$ cat config.mk
export PLATFORM = sky130hd
export DESIGN_NAME = segled_top
export DESIGN_NICKNAME = d
export VERILOG_FILES = /design/src/verilog/seg_pkg.sv /design/src/verilog/seg_regs.sv /design/src/verilog/bin_to_bcd.sv /design/src/verilog/seg_scan.sv /design/src/verilog/segled_top.sv
export SDC_FILE = /design/constraint.sdc
export NUM_CORES = 1
export LEC_CHECK = 0
export BUFFER_PORTS_ARGS = -buffer_cell sky130_fd_sc_hd__buf_2
export CELL_PAD_IN_SITES_DETAIL_PLACEMENT = 1
export CELL_PAD_IN_SITES_GLOBAL_PLACEMENT = 2
export CORE_MARGIN = 5
export CORE_UTILIZATION = 30
export CTS_CLUSTER_SIZE = 12
export DETAILED_ROUTE_END_ITERATION = 16
export GPL_ROUTABILITY_DRIVEN = 0
export PLACE_DENSITY_LB_ADDON = 0.1
export SYNTH_ARGS = -nofsm -noshare
export SYNTH_HDL_FRONTEND = slang
export SYNTH_SLANG_ARGS = --single-unit
export TNS_END_PERCENT = 20
$ cat constraint.sdc
create_clock -name clk -period 2.2 [get_ports clk]
set_clock_uncertainty 0.1 [all_clocks]
set_input_delay 0.22 -clock clk [delete_from_list [all_inputs] [get_ports clk]]
set_output_delay 0.22 -clock clk [all_outputs]
set_load 0.02 [all_outputs]
$ cat src/verilog/seg_pkg.sv
// register map, display config struct, bcd digit type, converter states, scan constants
package seg_pkg;

    // --------------------------------------------------
    // avalon bus geometry
    // --------------------------------------------------
    localparam int ADDR_W = 2;      // word address, four registers
    localparam int DATA_W = 32;     // slave data bus

    // register map, one register per word
    localparam logic [ADDR_W-1:0] ADDR_VALUE = 2'd0;   // display value
    localparam logic [ADDR_W-1:0] ADDR_POINT = 2'd1;   // decimal point mask
    localparam logic [ADDR_W-1:0] ADDR_SIGN  = 2'd2;   // minus sign flag
    localparam logic [ADDR_W-1:0] ADDR_EN    = 2'd3;   // display enable

    // --------------------------------------------------
    // display geometry
    // --------------------------------------------------
    localparam int VALUE_W    = 20;                     // binary value width
    localparam int NUM_DIGITS = 6;                      // digits on the module
    localparam int DIGIT_W    = 4;                      // one bcd nibble
    localparam int BCD_W      = NUM_DIGITS * DIGIT_W;   // 24 bits of bcd
    localparam int IDX_W      = $clog2(NUM_DIGITS);     // digit index width
    localparam int STEP_W     = $clog2(VALUE_W);        // shift step counter

    // largest value six digits can show
    localparam logic [VALUE_W-1:0] BCD_MAX = 20'd999999;

    // --------------------------------------------------
    // scan timing and segment codes
    // --------------------------------------------------
    // kept tiny for simulation; a board wants something near 1 ms per digit
    localparam int SCAN_DIV   = 8;
    localparam int SCAN_CNT_W = $clog2(SCAN_DIV);

    localparam int SEG_W  = 8;      // g..a plus point
    localparam int SEG_DP = 7;      // decimal point bit

    // active high, bit 6 = g ... bit 0 = a
    localparam logic [SEG_W-1:0] SEG_BLANK = 8'h00;   // all dark
    localparam logic [SEG_W-1:0] SEG_MINUS = 8'h40;   // segment g only

    // --------------------------------------------------
    // shared types
    // --------------------------------------------------
    // register file output, 28 bits
    typedef struct packed {
        logic [VALUE_W-1:0]    value;   // number to show
        logic [NUM_DIGITS-1:0] point;   // bit i lights the point on digit i
        logic                  sign;    // show a leading minus
        logic                  en;      // scan on
    } disp_cfg_t;

    // digit 5 is the leftmost, most significant
    typedef logic [NUM_DIGITS-1:0][DIGIT_W-1:0] bcd_digits_t;

    // double dabble sequencer
    typedef enum logic [1:0] {
        IDLE  = 2'd0,   // waiting for a start
        SHIFT = 2'd1,   // one add-3 and shift per cycle
        DONE  = 2'd2    // publish the digits
    } conv_state_t;

endpackage

$ cat src/verilog/seg_regs.sv
// avalon-mm register file with write decode, registered read-back and value update pulse
`timescale 1ns/1ps

module seg_regs (
    input  logic                           clk,
    input  logic                           rst_n,

    // avalon-mm slave, no wait states
    input  logic [seg_pkg::ADDR_W-1:0]     avs_address,
    input  logic                           avs_write,
    input  logic [seg_pkg::DATA_W-1:0]     avs_writedata,
    input  logic                           avs_read,
    output logic [seg_pkg::DATA_W-1:0]     avs_readdata,   // valid one cycle after avs_read

    // to the display core
    output seg_pkg::disp_cfg_t             cfg,
    output logic                           value_upd       // one cycle after a value write
);

    logic [seg_pkg::DATA_W-1:0] rd_mux;   // read data before the output register

    // --------------------------------------------------
    // write decode
    // --------------------------------------------------
    // each field masked to its own width, upper bits dropped
    always_ff @(posedge clk or negedge rst_n) begin
        if (!rst_n) begin
            cfg <= '0;   // value, point, sign, en all clear
        end else if (avs_write) begin
            case (avs_address)
                seg_pkg::ADDR_VALUE: cfg.value <= avs_writedata[seg_pkg::VALUE_W-1:0];
                seg_pkg::ADDR_POINT: cfg.point <= avs_writedata[seg_pkg::NUM_DIGITS-1:0];
                seg_pkg::ADDR_SIGN:  cfg.sign  <= avs_writedata[0];
                seg_pkg::ADDR_EN:    cfg.en    <= avs_writedata[0];
                default: ;
            endcase
        end
    end

    // kicks the converter; lines up with the new cfg.value
    always_ff @(posedge clk or negedge rst_n) begin
        if (!rst_n) begin
            value_upd <= 1'b0;
        end else begin
            value_upd <= avs_write && (avs_address == seg_pkg::ADDR_VALUE);
        end
    end

    // --------------------------------------------------
    // read-back
    // --------------------------------------------------
    always_comb begin
        rd_mux = '0;   // unused bits read as zero
        case (avs_address)
            seg_pkg::ADDR_VALUE: rd_mux[seg_pkg::VALUE_W-1:0]    = cfg.value;
            seg_pkg::ADDR_POINT: rd_mux[seg_pkg::NUM_DIGITS-1:0] = cfg.point;
            seg_pkg::ADDR_SIGN:  rd_mux[0]                       = cfg.sign;
            seg_pkg::ADDR_EN:    rd_mux[0]                       = cfg.en;
            default: ;
        endcase
    end

    // fixed latency of one, held until the next read
    always_ff @(posedge clk or negedge rst_n) begin
        if (!rst_n) begin
            avs_readdata <= '0;
        end else if (avs_read) begin
            avs_readdata <= rd_mux;
        end
    end

    // host never issues both in one cycle
    a_no_rw_overlap: assert property (
        @(posedge clk) disable iff (!rst_n)
        !(avs_write && avs_read)
    ) else $error("seg_regs: avs_write and avs_read both high");

endmodule

$ cat src/verilog/bin_to_bcd.sv
// sequential double-dabble binary to bcd converter with saturation at 999999
`timescale 1ns/1ps

module bin_to_bcd (
    input  logic                          clk,
    input  logic                          rst_n,
    input  logic                          start,          // load bin and convert
    input  logic [seg_pkg::VALUE_W-1:0]   bin,
    output seg_pkg::bcd_digits_t          digits,         // last finished result
    output logic                          digits_valid    // strobe when digits update
);

    seg_pkg::conv_state_t              state;
    logic [seg_pkg::STEP_W-1:0]        step_cnt;   // shifts done so far
    seg_pkg::bcd_digits_t              bcd_q;      // bcd half of the shift register
    logic [seg_pkg::VALUE_W-1:0]       bin_q;      // binary half, shifted out msb first
    logic [seg_pkg::VALUE_W-1:0]       bin_sat;    // input clamped to six digits
    logic [seg_pkg::BCD_W+seg_pkg::VALUE_W-1:0] step;   // one add-3 plus shift

    // add 3 to every nibble that is 5 or more
    function automatic seg_pkg::bcd_digits_t add3(input seg_pkg::bcd_digits_t b);
        seg_pkg::bcd_digits_t r;
        r = b;
        for (int k = 0; k < seg_pkg::NUM_DIGITS; k++) begin
            if (r[k] >= 4'd5) begin
                r[k] = r[k] + 4'd3;
            end
        end
        return r;
    endfunction

    // anything past 999999 shows as all nines
    assign bin_sat = (bin > seg_pkg::BCD_MAX) ? seg_pkg::BCD_MAX : bin;

    assign step = {add3(bcd_q), bin_q} << 1;

    // --------------------------------------------------
    // sequencer
    // --------------------------------------------------
    // start wins in every state, so a new value restarts the run
    always_ff @(posedge clk or negedge rst_n) begin
        if (!rst_n) begin
            state        <= seg_pkg::IDLE;
            step_cnt     <= '0;
            digits       <= '0;
            digits_valid <= 1'b0;
        end else begin
            digits_valid <= 1'b0;   // strobe by default
            if (start) begin
                state    <= seg_pkg::SHIFT;
                step_cnt <= '0;
            end else begin
                case (state)
                    seg_pkg::SHIFT: begin
                        if (step_cnt == seg_pkg::STEP_W'(seg_pkg::VALUE_W - 1)) begin
                            state <= seg_pkg::DONE;   // 20th shift this cycle
                        end else begin
                            step_cnt <= step_cnt + 1'b1;
                        end
                    end
                    seg_pkg::DONE: begin
                        digits       <= bcd_q;   // only place digits changes
                        digits_valid <= 1'b1;
                        state        <= seg_pkg::IDLE;
                    end
                    default: state <= seg_pkg::IDLE;
                endcase
            end
        end
    end

    // --------------------------------------------------
    // shift register
    // --------------------------------------------------
    always_ff @(posedge clk) begin
        if (start) begin
            bcd_q <= '0;
            bin_q <= bin_sat;
        end else if (state == seg_pkg::SHIFT) begin
            bcd_q <= step[seg_pkg::BCD_W+seg_pkg::VALUE_W-1:seg_pkg::VALUE_W];
            bin_q <= step[seg_pkg::VALUE_W-1:0];
        end
    end

    // a decimal digit reaching the scanner never exceeds 9
    for (genvar g = 0; g < seg_pkg::NUM_DIGITS; g++) begin : g_digit_chk
        a_digit_range: assert property (
            @(posedge clk) disable iff (!rst_n)
            digits[g] <= 4'd9
        ) else $error("bin_to_bcd: digits[%0d] = 0x%h out of range", g, digits[g]);
    end

endmodule

$ cat src/verilog/seg_scan.sv
// digit multiplexer with leading-zero blanking, minus sign, decimal point and segment decode
`timescale 1ns/1ps

module seg_scan (
    input  logic                           clk,
    input  logic                           rst_n,
    input  seg_pkg::disp_cfg_t             cfg,
    input  seg_pkg::bcd_digits_t           digits,
    output logic [seg_pkg::NUM_DIGITS-1:0] sel,    // one-hot, bit 5 leftmost
    output logic [seg_pkg::SEG_W-1:0]      seg     // active high, bit 7 point
);

    localparam logic [seg_pkg::IDX_W-1:0] IDX_TOP = seg_pkg::IDX_W'(seg_pkg::NUM_DIGITS - 1);

    logic [seg_pkg::SCAN_CNT_W-1:0] div_cnt;    // cycles spent on this digit
    logic [seg_pkg::IDX_W-1:0]      idx;        // digit being driven next
    logic [seg_pkg::IDX_W-1:0]      lead;       // most significant digit shown
    logic                           shown;      // idx carries a numeral
    logic                           minus_here; // idx carries the sign
    logic [seg_pkg::SEG_W-1:0]      body;       // segments before the point
    logic [seg_pkg::NUM_DIGITS-1:0] sel_next;
    logic [seg_pkg::SEG_W-1:0]      seg_next;

    // bcd nibble to g..a
    function automatic logic [6:0] seg7(input logic [seg_pkg::DIGIT_W-1:0] d);
        logic [6:0] s;
        case (d)
            4'd0:    s = 7'h3f;
            4'd1:    s = 7'h06;
            4'd2:    s = 7'h5b;
            4'd3:    s = 7'h4f;
            4'd4:    s = 7'h66;
            4'd5:    s = 7'h6d;
            4'd6:    s = 7'h7d;
            4'd7:    s = 7'h07;
            4'd8:    s = 7'h7f;
            4'd9:    s = 7'h6f;
            default: s = 7'h00;   // not a decimal digit, leave dark
        endcase
        return s;
    endfunction

    // --------------------------------------------------
    // leading digit, blanking and sign
    // --------------------------------------------------
    // highest nonzero digit; all zero leaves digit 0
    always_comb begin
        lead = '0;
        for (int i = 0; i < seg_pkg::NUM_DIGITS; i++) begin
            if (digits[i] != '0) begin
                lead = seg_pkg::IDX_W'(i);
            end
        end
    end

    assign shown = (idx <= lead);   // digit 0 always passes
    // sign sits one left of the lead, dropped when six digits are in use
    assign minus_here = cfg.sign && (lead != IDX_TOP) && (idx == lead + 1'b1);

    always_comb begin
        if (shown) begin
            body = {1'b0, seg7(digits[idx])};
        end else if (minus_here) begin
            body = seg_pkg::SEG_MINUS;
        end else begin
            body = seg_pkg::SEG_BLANK;
        end
        seg_next               = body;
        seg_next[seg_pkg::SEG_DP] = cfg.point[idx];   // point lights on blank digits too
    end

    always_comb begin
        sel_next      = '0;
        sel_next[idx] = 1'b1;
    end

    // --------------------------------------------------
    // scan counters and output registers
    // --------------------------------------------------
    always_ff @(posedge clk or negedge rst_n) begin
        if (!rst_n) begin
            div_cnt <= '0;
            idx     <= IDX_TOP;
            sel     <= '0;
            seg     <= seg_pkg::SEG_BLANK;
        end else if (!cfg.en) begin
            div_cnt <= '0;       // park on the leftmost digit
            idx     <= IDX_TOP;
            sel     <= '0;
            seg     <= seg_pkg::SEG_BLANK;
        end else begin
            sel <= sel_next;
            seg <= seg_next;
            if (div_cnt == seg_pkg::SCAN_CNT_W'(seg_pkg::SCAN_DIV - 1)) begin
                div_cnt <= '0;
                idx     <= (idx == '0) ? IDX_TOP : idx - 1'b1;   // right, then wrap
            end else begin
                div_cnt <= div_cnt + 1'b1;
            end
        end
    end

    // exactly one digit lit after every enabled edge, idx stays on a real digit
    a_sel_onehot: assert property (
        @(posedge clk) disable iff (!rst_n)
        cfg.en |=> $onehot(sel)
    ) else $error("seg_scan: sel = 0x%h not one-hot while scanning", sel);

endmodule

$ cat src/verilog/segled_top.sv
// top level joining the register file, bcd converter and digit scanner
`timescale 1ns/1ps

module segled_top (
    input  logic                           clk,
    input  logic                           rst_n,

    // avalon-mm slave
    input  logic [seg_pkg::ADDR_W-1:0]     avs_address,
    input  logic                           avs_write,
    input  logic [seg_pkg::DATA_W-1:0]     avs_writedata,
    input  logic                           avs_read,
    output logic [seg_pkg::DATA_W-1:0]     avs_readdata,

    // display pins
    output logic [seg_pkg::NUM_DIGITS-1:0] sel,   // digit select, bit 5 leftmost
    output logic [seg_pkg::SEG_W-1:0]      seg    // segments g..a and point
);

    seg_pkg::disp_cfg_t   cfg;            // register contents
    logic                 value_upd;      // new value written
    seg_pkg::bcd_digits_t digits;         // decimal digits of cfg.value
    logic                 digits_valid;   // conversion finished strobe

    // --------------------------------------------------
    // host side
    // --------------------------------------------------
    seg_regs u_regs (
        .clk           (clk),
        .rst_n         (rst_n),
        .avs_address   (avs_address),
        .avs_write     (avs_write),
        .avs_writedata (avs_writedata),
        .avs_read      (avs_read),
        .avs_readdata  (avs_readdata),
        .cfg           (cfg),
        .value_upd     (value_upd)
    );

    // --------------------------------------------------
    // display core
    // --------------------------------------------------
    bin_to_bcd u_bcd (
        .clk          (clk),
        .rst_n        (rst_n),
        .start        (value_upd),
        .bin          (cfg.value),
        .digits       (digits),
        .digits_valid (digits_valid)
    );

    seg_scan u_scan (
        .clk    (clk),
        .rst_n  (rst_n),
        .cfg    (cfg),
        .digits (digits),
        .sel    (sel),
        .seg    (seg)
    );

endmodule

# After elaboration in Yosys (flattened, before gate mapping)
# Memories as Yosys holds them, arrays and structs flattened.
# Index checks and enable logic that the tools add are counted.
# totals
regBits	144
romBits	112
inputBits	38
n_memories	1
# mem_list
name	words	width	rd	rd_clocked_by_memory_dff	write_ports	line	text
(no name shown)	16	7	1	0	0	seg_scan.sv:27	case (d)
# op_classes
add_sub_neg	10
n_lt_le_gt_ge	10
n_eq_ne	12
mux	38
n_bitwise	1
n_reduce_logical	18
# ops
operator	n
$mux W20	3
$mux W3	9
$ge A4 B3 Y1 const B	6
$mux W4	6
$add A4 B2 Y4 const B	5
$gt A20 B20 Y1 const B	1
$reduce_bool A4 Y1	5
$mux W5	3
$mux W14	1
$mux W7	2
$bmux W4 S3	1
$reduce_and A2 Y1	6
$pmux W5 S2	1
$mux W2	4
$mux W8	1
$add A3 B1 Y3 const B	2
$eq A2 B2 Y1 const B	3
$mux W6	1
$add A5 B1 Y5 const B	1
$eq A5 B5 Y1 const B	1
$eq A2 B1 Y1 const B	2
$logic_and A1 B1 Y1	4
$lt A3 B4 Y1 const B	1
$pmux W1 S4	1
other kinds (17)	19

# Longest topological paths before layout
# depth
word_depth	12
mapped_depth	11
depth_no_buf	11

# Cells and area by module
# A second synthesis with hierarchy kept.
# hier_totals
hier_cells	643
area_unflattened_um2	7201.9
# modules_own_cells
module	n_inst	cells_each	area_per_inst_um2
bin_to_bcd	1	362	3767.4
seg_regs	1	131	2009.4
seg_scan	1	150	1425.1

# Least setup slack after synthesis
# OpenSTA, ideal clock, no wires.
# synth_path
path_type	reg2reg
startpoint	reg u_bcd.digits[12] (netlist bit)
endpoint	reg u_scan.seg[6] (netlist bit)
arrival_ns	2.170
path_slack_ns	-0.194
path_stages_with_launch	9
path_buffers	0
period_less_slack_ns	2.394
cell_sequence	dfrtp_1 -> or4_1 -> o21ai_0 -> nand2_1 -> ha_1 -> and2_1 -> o211ai_1 -> o31a_1 -> a21oi_1
# synth_between
elab_chain_cells	10
word_cells_on_any_way	16
classes_between	add/sub (1); order compare (1); eq/ne (2); mux (8); reduce/logical (3); memory (1)
# synth_lines
item	line	text
start: declaration	bin_to_bcd.sv:9	output seg_pkg::bcd_digits_t digits,
start signal: assignment	bin_to_bcd.sv:62	digits <= bcd_q;
$reduce_bool A4 Y1	seg_scan.sv:50	if (digits[i] != '0) begin
$mux W3 (3 in series)	seg_scan.sv:50	
$add A3 B1 Y3 or $ne A3 B3 Y1 (tied branches)	seg_scan.sv:58	assign minus_here = cfg.sign && (lead != IDX_TOP) && (idx == lead + 1'b1);
$eq A3 B3 Y1 or $logic_and A1 B1 Y1 (tied branches)	seg_scan.sv:58	
$logic_and A1 B1 Y1	seg_scan.sv:58	
$mux W7	seg_scan.sv:63	end else if (minus_here) begin
$mux W7 (*)	seg_scan.sv:61	if (shown) begin
$mux W8 (*)	seg_scan.sv:86	end else if (!cfg.en) begin
end signal: assignment	seg_scan.sv:85	seg <= seg_pkg::SEG_BLANK;
end signal: assignment	seg_scan.sv:90	seg <= seg_pkg::SEG_BLANK;
end signal: assignment	seg_scan.sv:93	seg <= seg_next;
end: declaration	seg_scan.sv:10	output logic [seg_pkg::SEG_W-1:0] seg
# Mark *: on every way between the ends. The rest lies on a longest branch, timed or not. The select of a mux whose other input is x is not followed.
# A chain may end at the register's enable or synchronous reset.

# Worst setup path in the final report
# layout_path
startpoint	reg u_bcd.digits[15] (netlist bit)
endpoint	reg u_scan.seg[2] (netlist bit)
# layout_between
elab_chain_cells	7
word_cells_on_any_way	10
classes_between	order compare (1); mux (7); reduce/logical (1); memory (1)
# layout_lines
item	line
branches (longest 5 deep; another with $mem_v2 Z16 W7)	-
$mux W7 (*)	seg_scan.sv:61
$mux W8 (*)	seg_scan.sv:86
# Mark *: on every way between the ends. The select of a mux whose other input is x is not followed.

==> impl_metrics.yaml <==
setup_path:
  worstPathArrival_ns: 2.50
  slowest_delay_ns: 0.57
  r2r_slack_ns: -0.09
  crit_type: "reg2reg"
  reg2reg_from: "u_bcd.digits[15]"
  end_kind: "flop"
  cpMaxStageDelayCell: "or4_4"
  path_max_fanout: 6
  critical_path_required_ns: 2.41
  setup.worst_path.start: "u_bcd.digits[15]"
  crit_chain: "or4_4 > o21ai_4 > ha_4 > buf_6 > and2_4 > o211ai_1 > buf_4 > a21oi_2"
  startpoint_type: "flop"
detailed_routing:
  wl_um: 17000
  routed-via-count: 5007
  drc: 0
  detail-route-antenna-nets: 0
  wl_per_cell_um: 16.2
  dr.pass1.iters: 4
  first_iter_violations: 142
  vias_per_cell: 4.75
final_layout:
  final_cells: 1054
  nets: 819
  num_antenna_cells: 0
  syn2layout_area_growth_pct: 28.1
  final_common_cell: "dfrtp_1"
  final_cell_mix: "dfrtp_1 (98), buf_2 (58), buf_4 (55)"
  drive_above_1_share_pct: 30.8
synth:
  yosysWarnings: 0
  yosysTopAreaCell: "dfrtp_1"
  synthCells: 624
  synth_edf_count: 20
  synthDistinctLibCells: 63
  synth_seq_area_share_pct: 52.5
  netlist_area_sq_um: 6840
  syn_avg_cell_area_sq_um: 11.0
  ys_async_sr_fraction_pct: 69.4
  ys_seq_elements: 144
  yosysTopAreaCellShare_pct: 35.9
  yosys_most_used_dff: "dfrtp_1"
  synth_area_leaders: "dfrtp_1 (36%), edfxtp_1 (8.8%), mux2_2 (8.2%)"
clock_network:
  clk_pin_slew_ns: 0.06
  cts_root_buffer: "clkbuf_16"
  clk_latency_ns: 0.43
  cts_buffers: 17
  htree_levels: 4
  cts_tree: "done"
  numClockSinks: 144
  max-clock-path-buffers: 2
worst_hold_path:
  worstHoldStart: "avs_write"
  min_path_type: "in2reg"
grt:
  grt_pass1_vias: 5610
  grtUsageTotal_pct: 13.8
  grt_pass1_wl_um: 29000
  antenna_found_initial: 0
  grt_overflow_total: 0
  grt_start_max_net_pins: 47
pwr:
  ir_drop_mv: 0.444
  leakagePower_nw: 4.06
  power_density_nw_per_um2: 989
  p_total_mw: 8.66
timing:
  period_share_pct: 104
  setup_viol: 7
  fin_crit_ns: 2.29
  hold_ws_ns: 0.110
  layout_setup_ws_ns: -0.0916
  setup_tns_ns: -0.624
  rsz0062_at_grt: "true"
  max_freq_mhz: 436
  maxSlewViolCount: 0
  hold_viol: 0
outcome:
  violations: "setup timing"
  status: "finished, violations left"
placed_design:
  portBuffers: 59
  place_ws_ns: -0.249
  post-dp-hpwl_um: 12500
  dp.cells: 1000
die:
  core_area_sq_um: 22600
  io_pins: 84
  chipWidth_um: 161
  die_area_sq_um: 25900
  rows: 55
  dieHeight_um: 161
  start_util_pct: 30.3
run:
  drv_cap: 0
==> what timing repair did <==
| item | 4_1_cts | 5_1_grt |
|---|---|---|
| pin swaps | 10 | 0 |
| setup endpoints to repair | 7 | 7 |
| resized for setup | 24 | 2 |
| hold endpoints to repair | 126 | 0 |
| hold buffers | 21 | 0 |
| cloned | 0 | 0 |
| buffers inserted | 1 | 0 |
==> cell type report <==
type                            instances  area, sq um
Multi-Input combinational cell        411         3060
Sequential cell                       144         3590
Clock buffer                           18          450
Fill cell                            2492        13800
Timing Repair Buffer                  139         1000
Inverter                               43          161
Clock inverter                         14          140
Tap cell                              285          357
==> final timing paths <==
kind                                                to  cells after the start
worst max-delay path                     u_scan.seg[2]                      8
worst min-delay path                     u_regs.cfg[0]                      3
worst max register to register           u_scan.seg[2]                      8
worst min register to register       u_scan.div_cnt[0]                      1
max in group asynchronous       u_regs.avs_readdata[4]                      3
min in group asynchronous                u_scan.sel[3]                      2
==> kinds of logic (layout without fill, tap and decap cells) <==
group / count (synthesis) / count (layout) / synth area share, %
AOI/OAI and AO/OA: 128 / 128 / 12.0
xor gates and xnor gates: 18 / 18 / 2.31
adders and majority gates: 25 / 25 / 4.58
buffers and inverters: 80 / 214 / 5.42
DFF: 144 / 144 / 52.5
muxes: 73 / 73 / 12.0
other: 1 / 12 / 0.0549
and+or+nand+nor: 155 / 155 / 11.2
==> report_power, final <==
group / internal [mW] / switching, mW
clock: 1.57 / 1.29
combinational: 0.941 / 1.07
sequential: 3.35 / 0.443
total: 5.86 / 2.80
==> state kept, by name (all words and copies together), names as in the netlist <==
register	count
u_scan.seg	8
u_scan.idx	3
u_bcd.bcd_q	24
u_bcd.bin_q	20
u_scan.div_cnt	3
u_bcd.state	2
u_regs.cfg	28
u_bcd.digits	24
u_regs.value_upd	1
u_regs.avs_readdata	20
u_scan.sel	6
u_bcd.step_cnt	5
==> through the flow <==
stage | util [%] | instance area [sq um]
2_1_floorplan | - | 6880
3_3_place_gp | 34.6 | 7810
3_5_place_dp | 34.6 | 7810
4_1_cts | 38.7 | 8740
5_1_grt | 38.8 | 8750
6_report | 38.8 | 8750
==> synthesized netlist by cell type (8+ instances only) <==
| cell | number |
|---|---|
| ha_1 | 25 |
| xor2_1 | 9 |
| a21oi_1 | 42 |
| o21ai_0 | 35 |
| dfxtp_1 | 24 |
| nand2_1 | 54 |
| nand3_1 | 10 |
| mux2i_1 | 12 |
| buf_2 | 8 |
| buf_4 | 14 |
| and2_1 | 10 |
| dfrtp_1 | 98 |
| mux2_2 | 50 |
| clkbuf_1 | 11 |
| edfxtp_1 | 20 |
| xnor2_1 | 9 |
| inv_1 | 40 |
| o21ai_1 | 10 |
| nand2b_1 | 10 |
| nor2_1 | 35 |
| mux2_1 | 10 |
==> worst max-delay path: cells and delay by family (launching register included) <==
family / cells / cell delay, ns
simple gates: 2 / 0.69
flops: 1 / 0.38
buf+inv: 2 / 0.33
compound gates: 3 / 0.44
fa+ha+maj: 1 / 0.23
==> per-layer routing <==
layer	vias up	share of wire, %	global-route usage, %
li1	2417	-	-
met1	2525	46	17.4
met2	54	51	24.1
met3	11	2.3	3.13
met4	0	0.90	3.30
met5	-	0	0
Note: power is estimated with default switching activity, not from simulation.
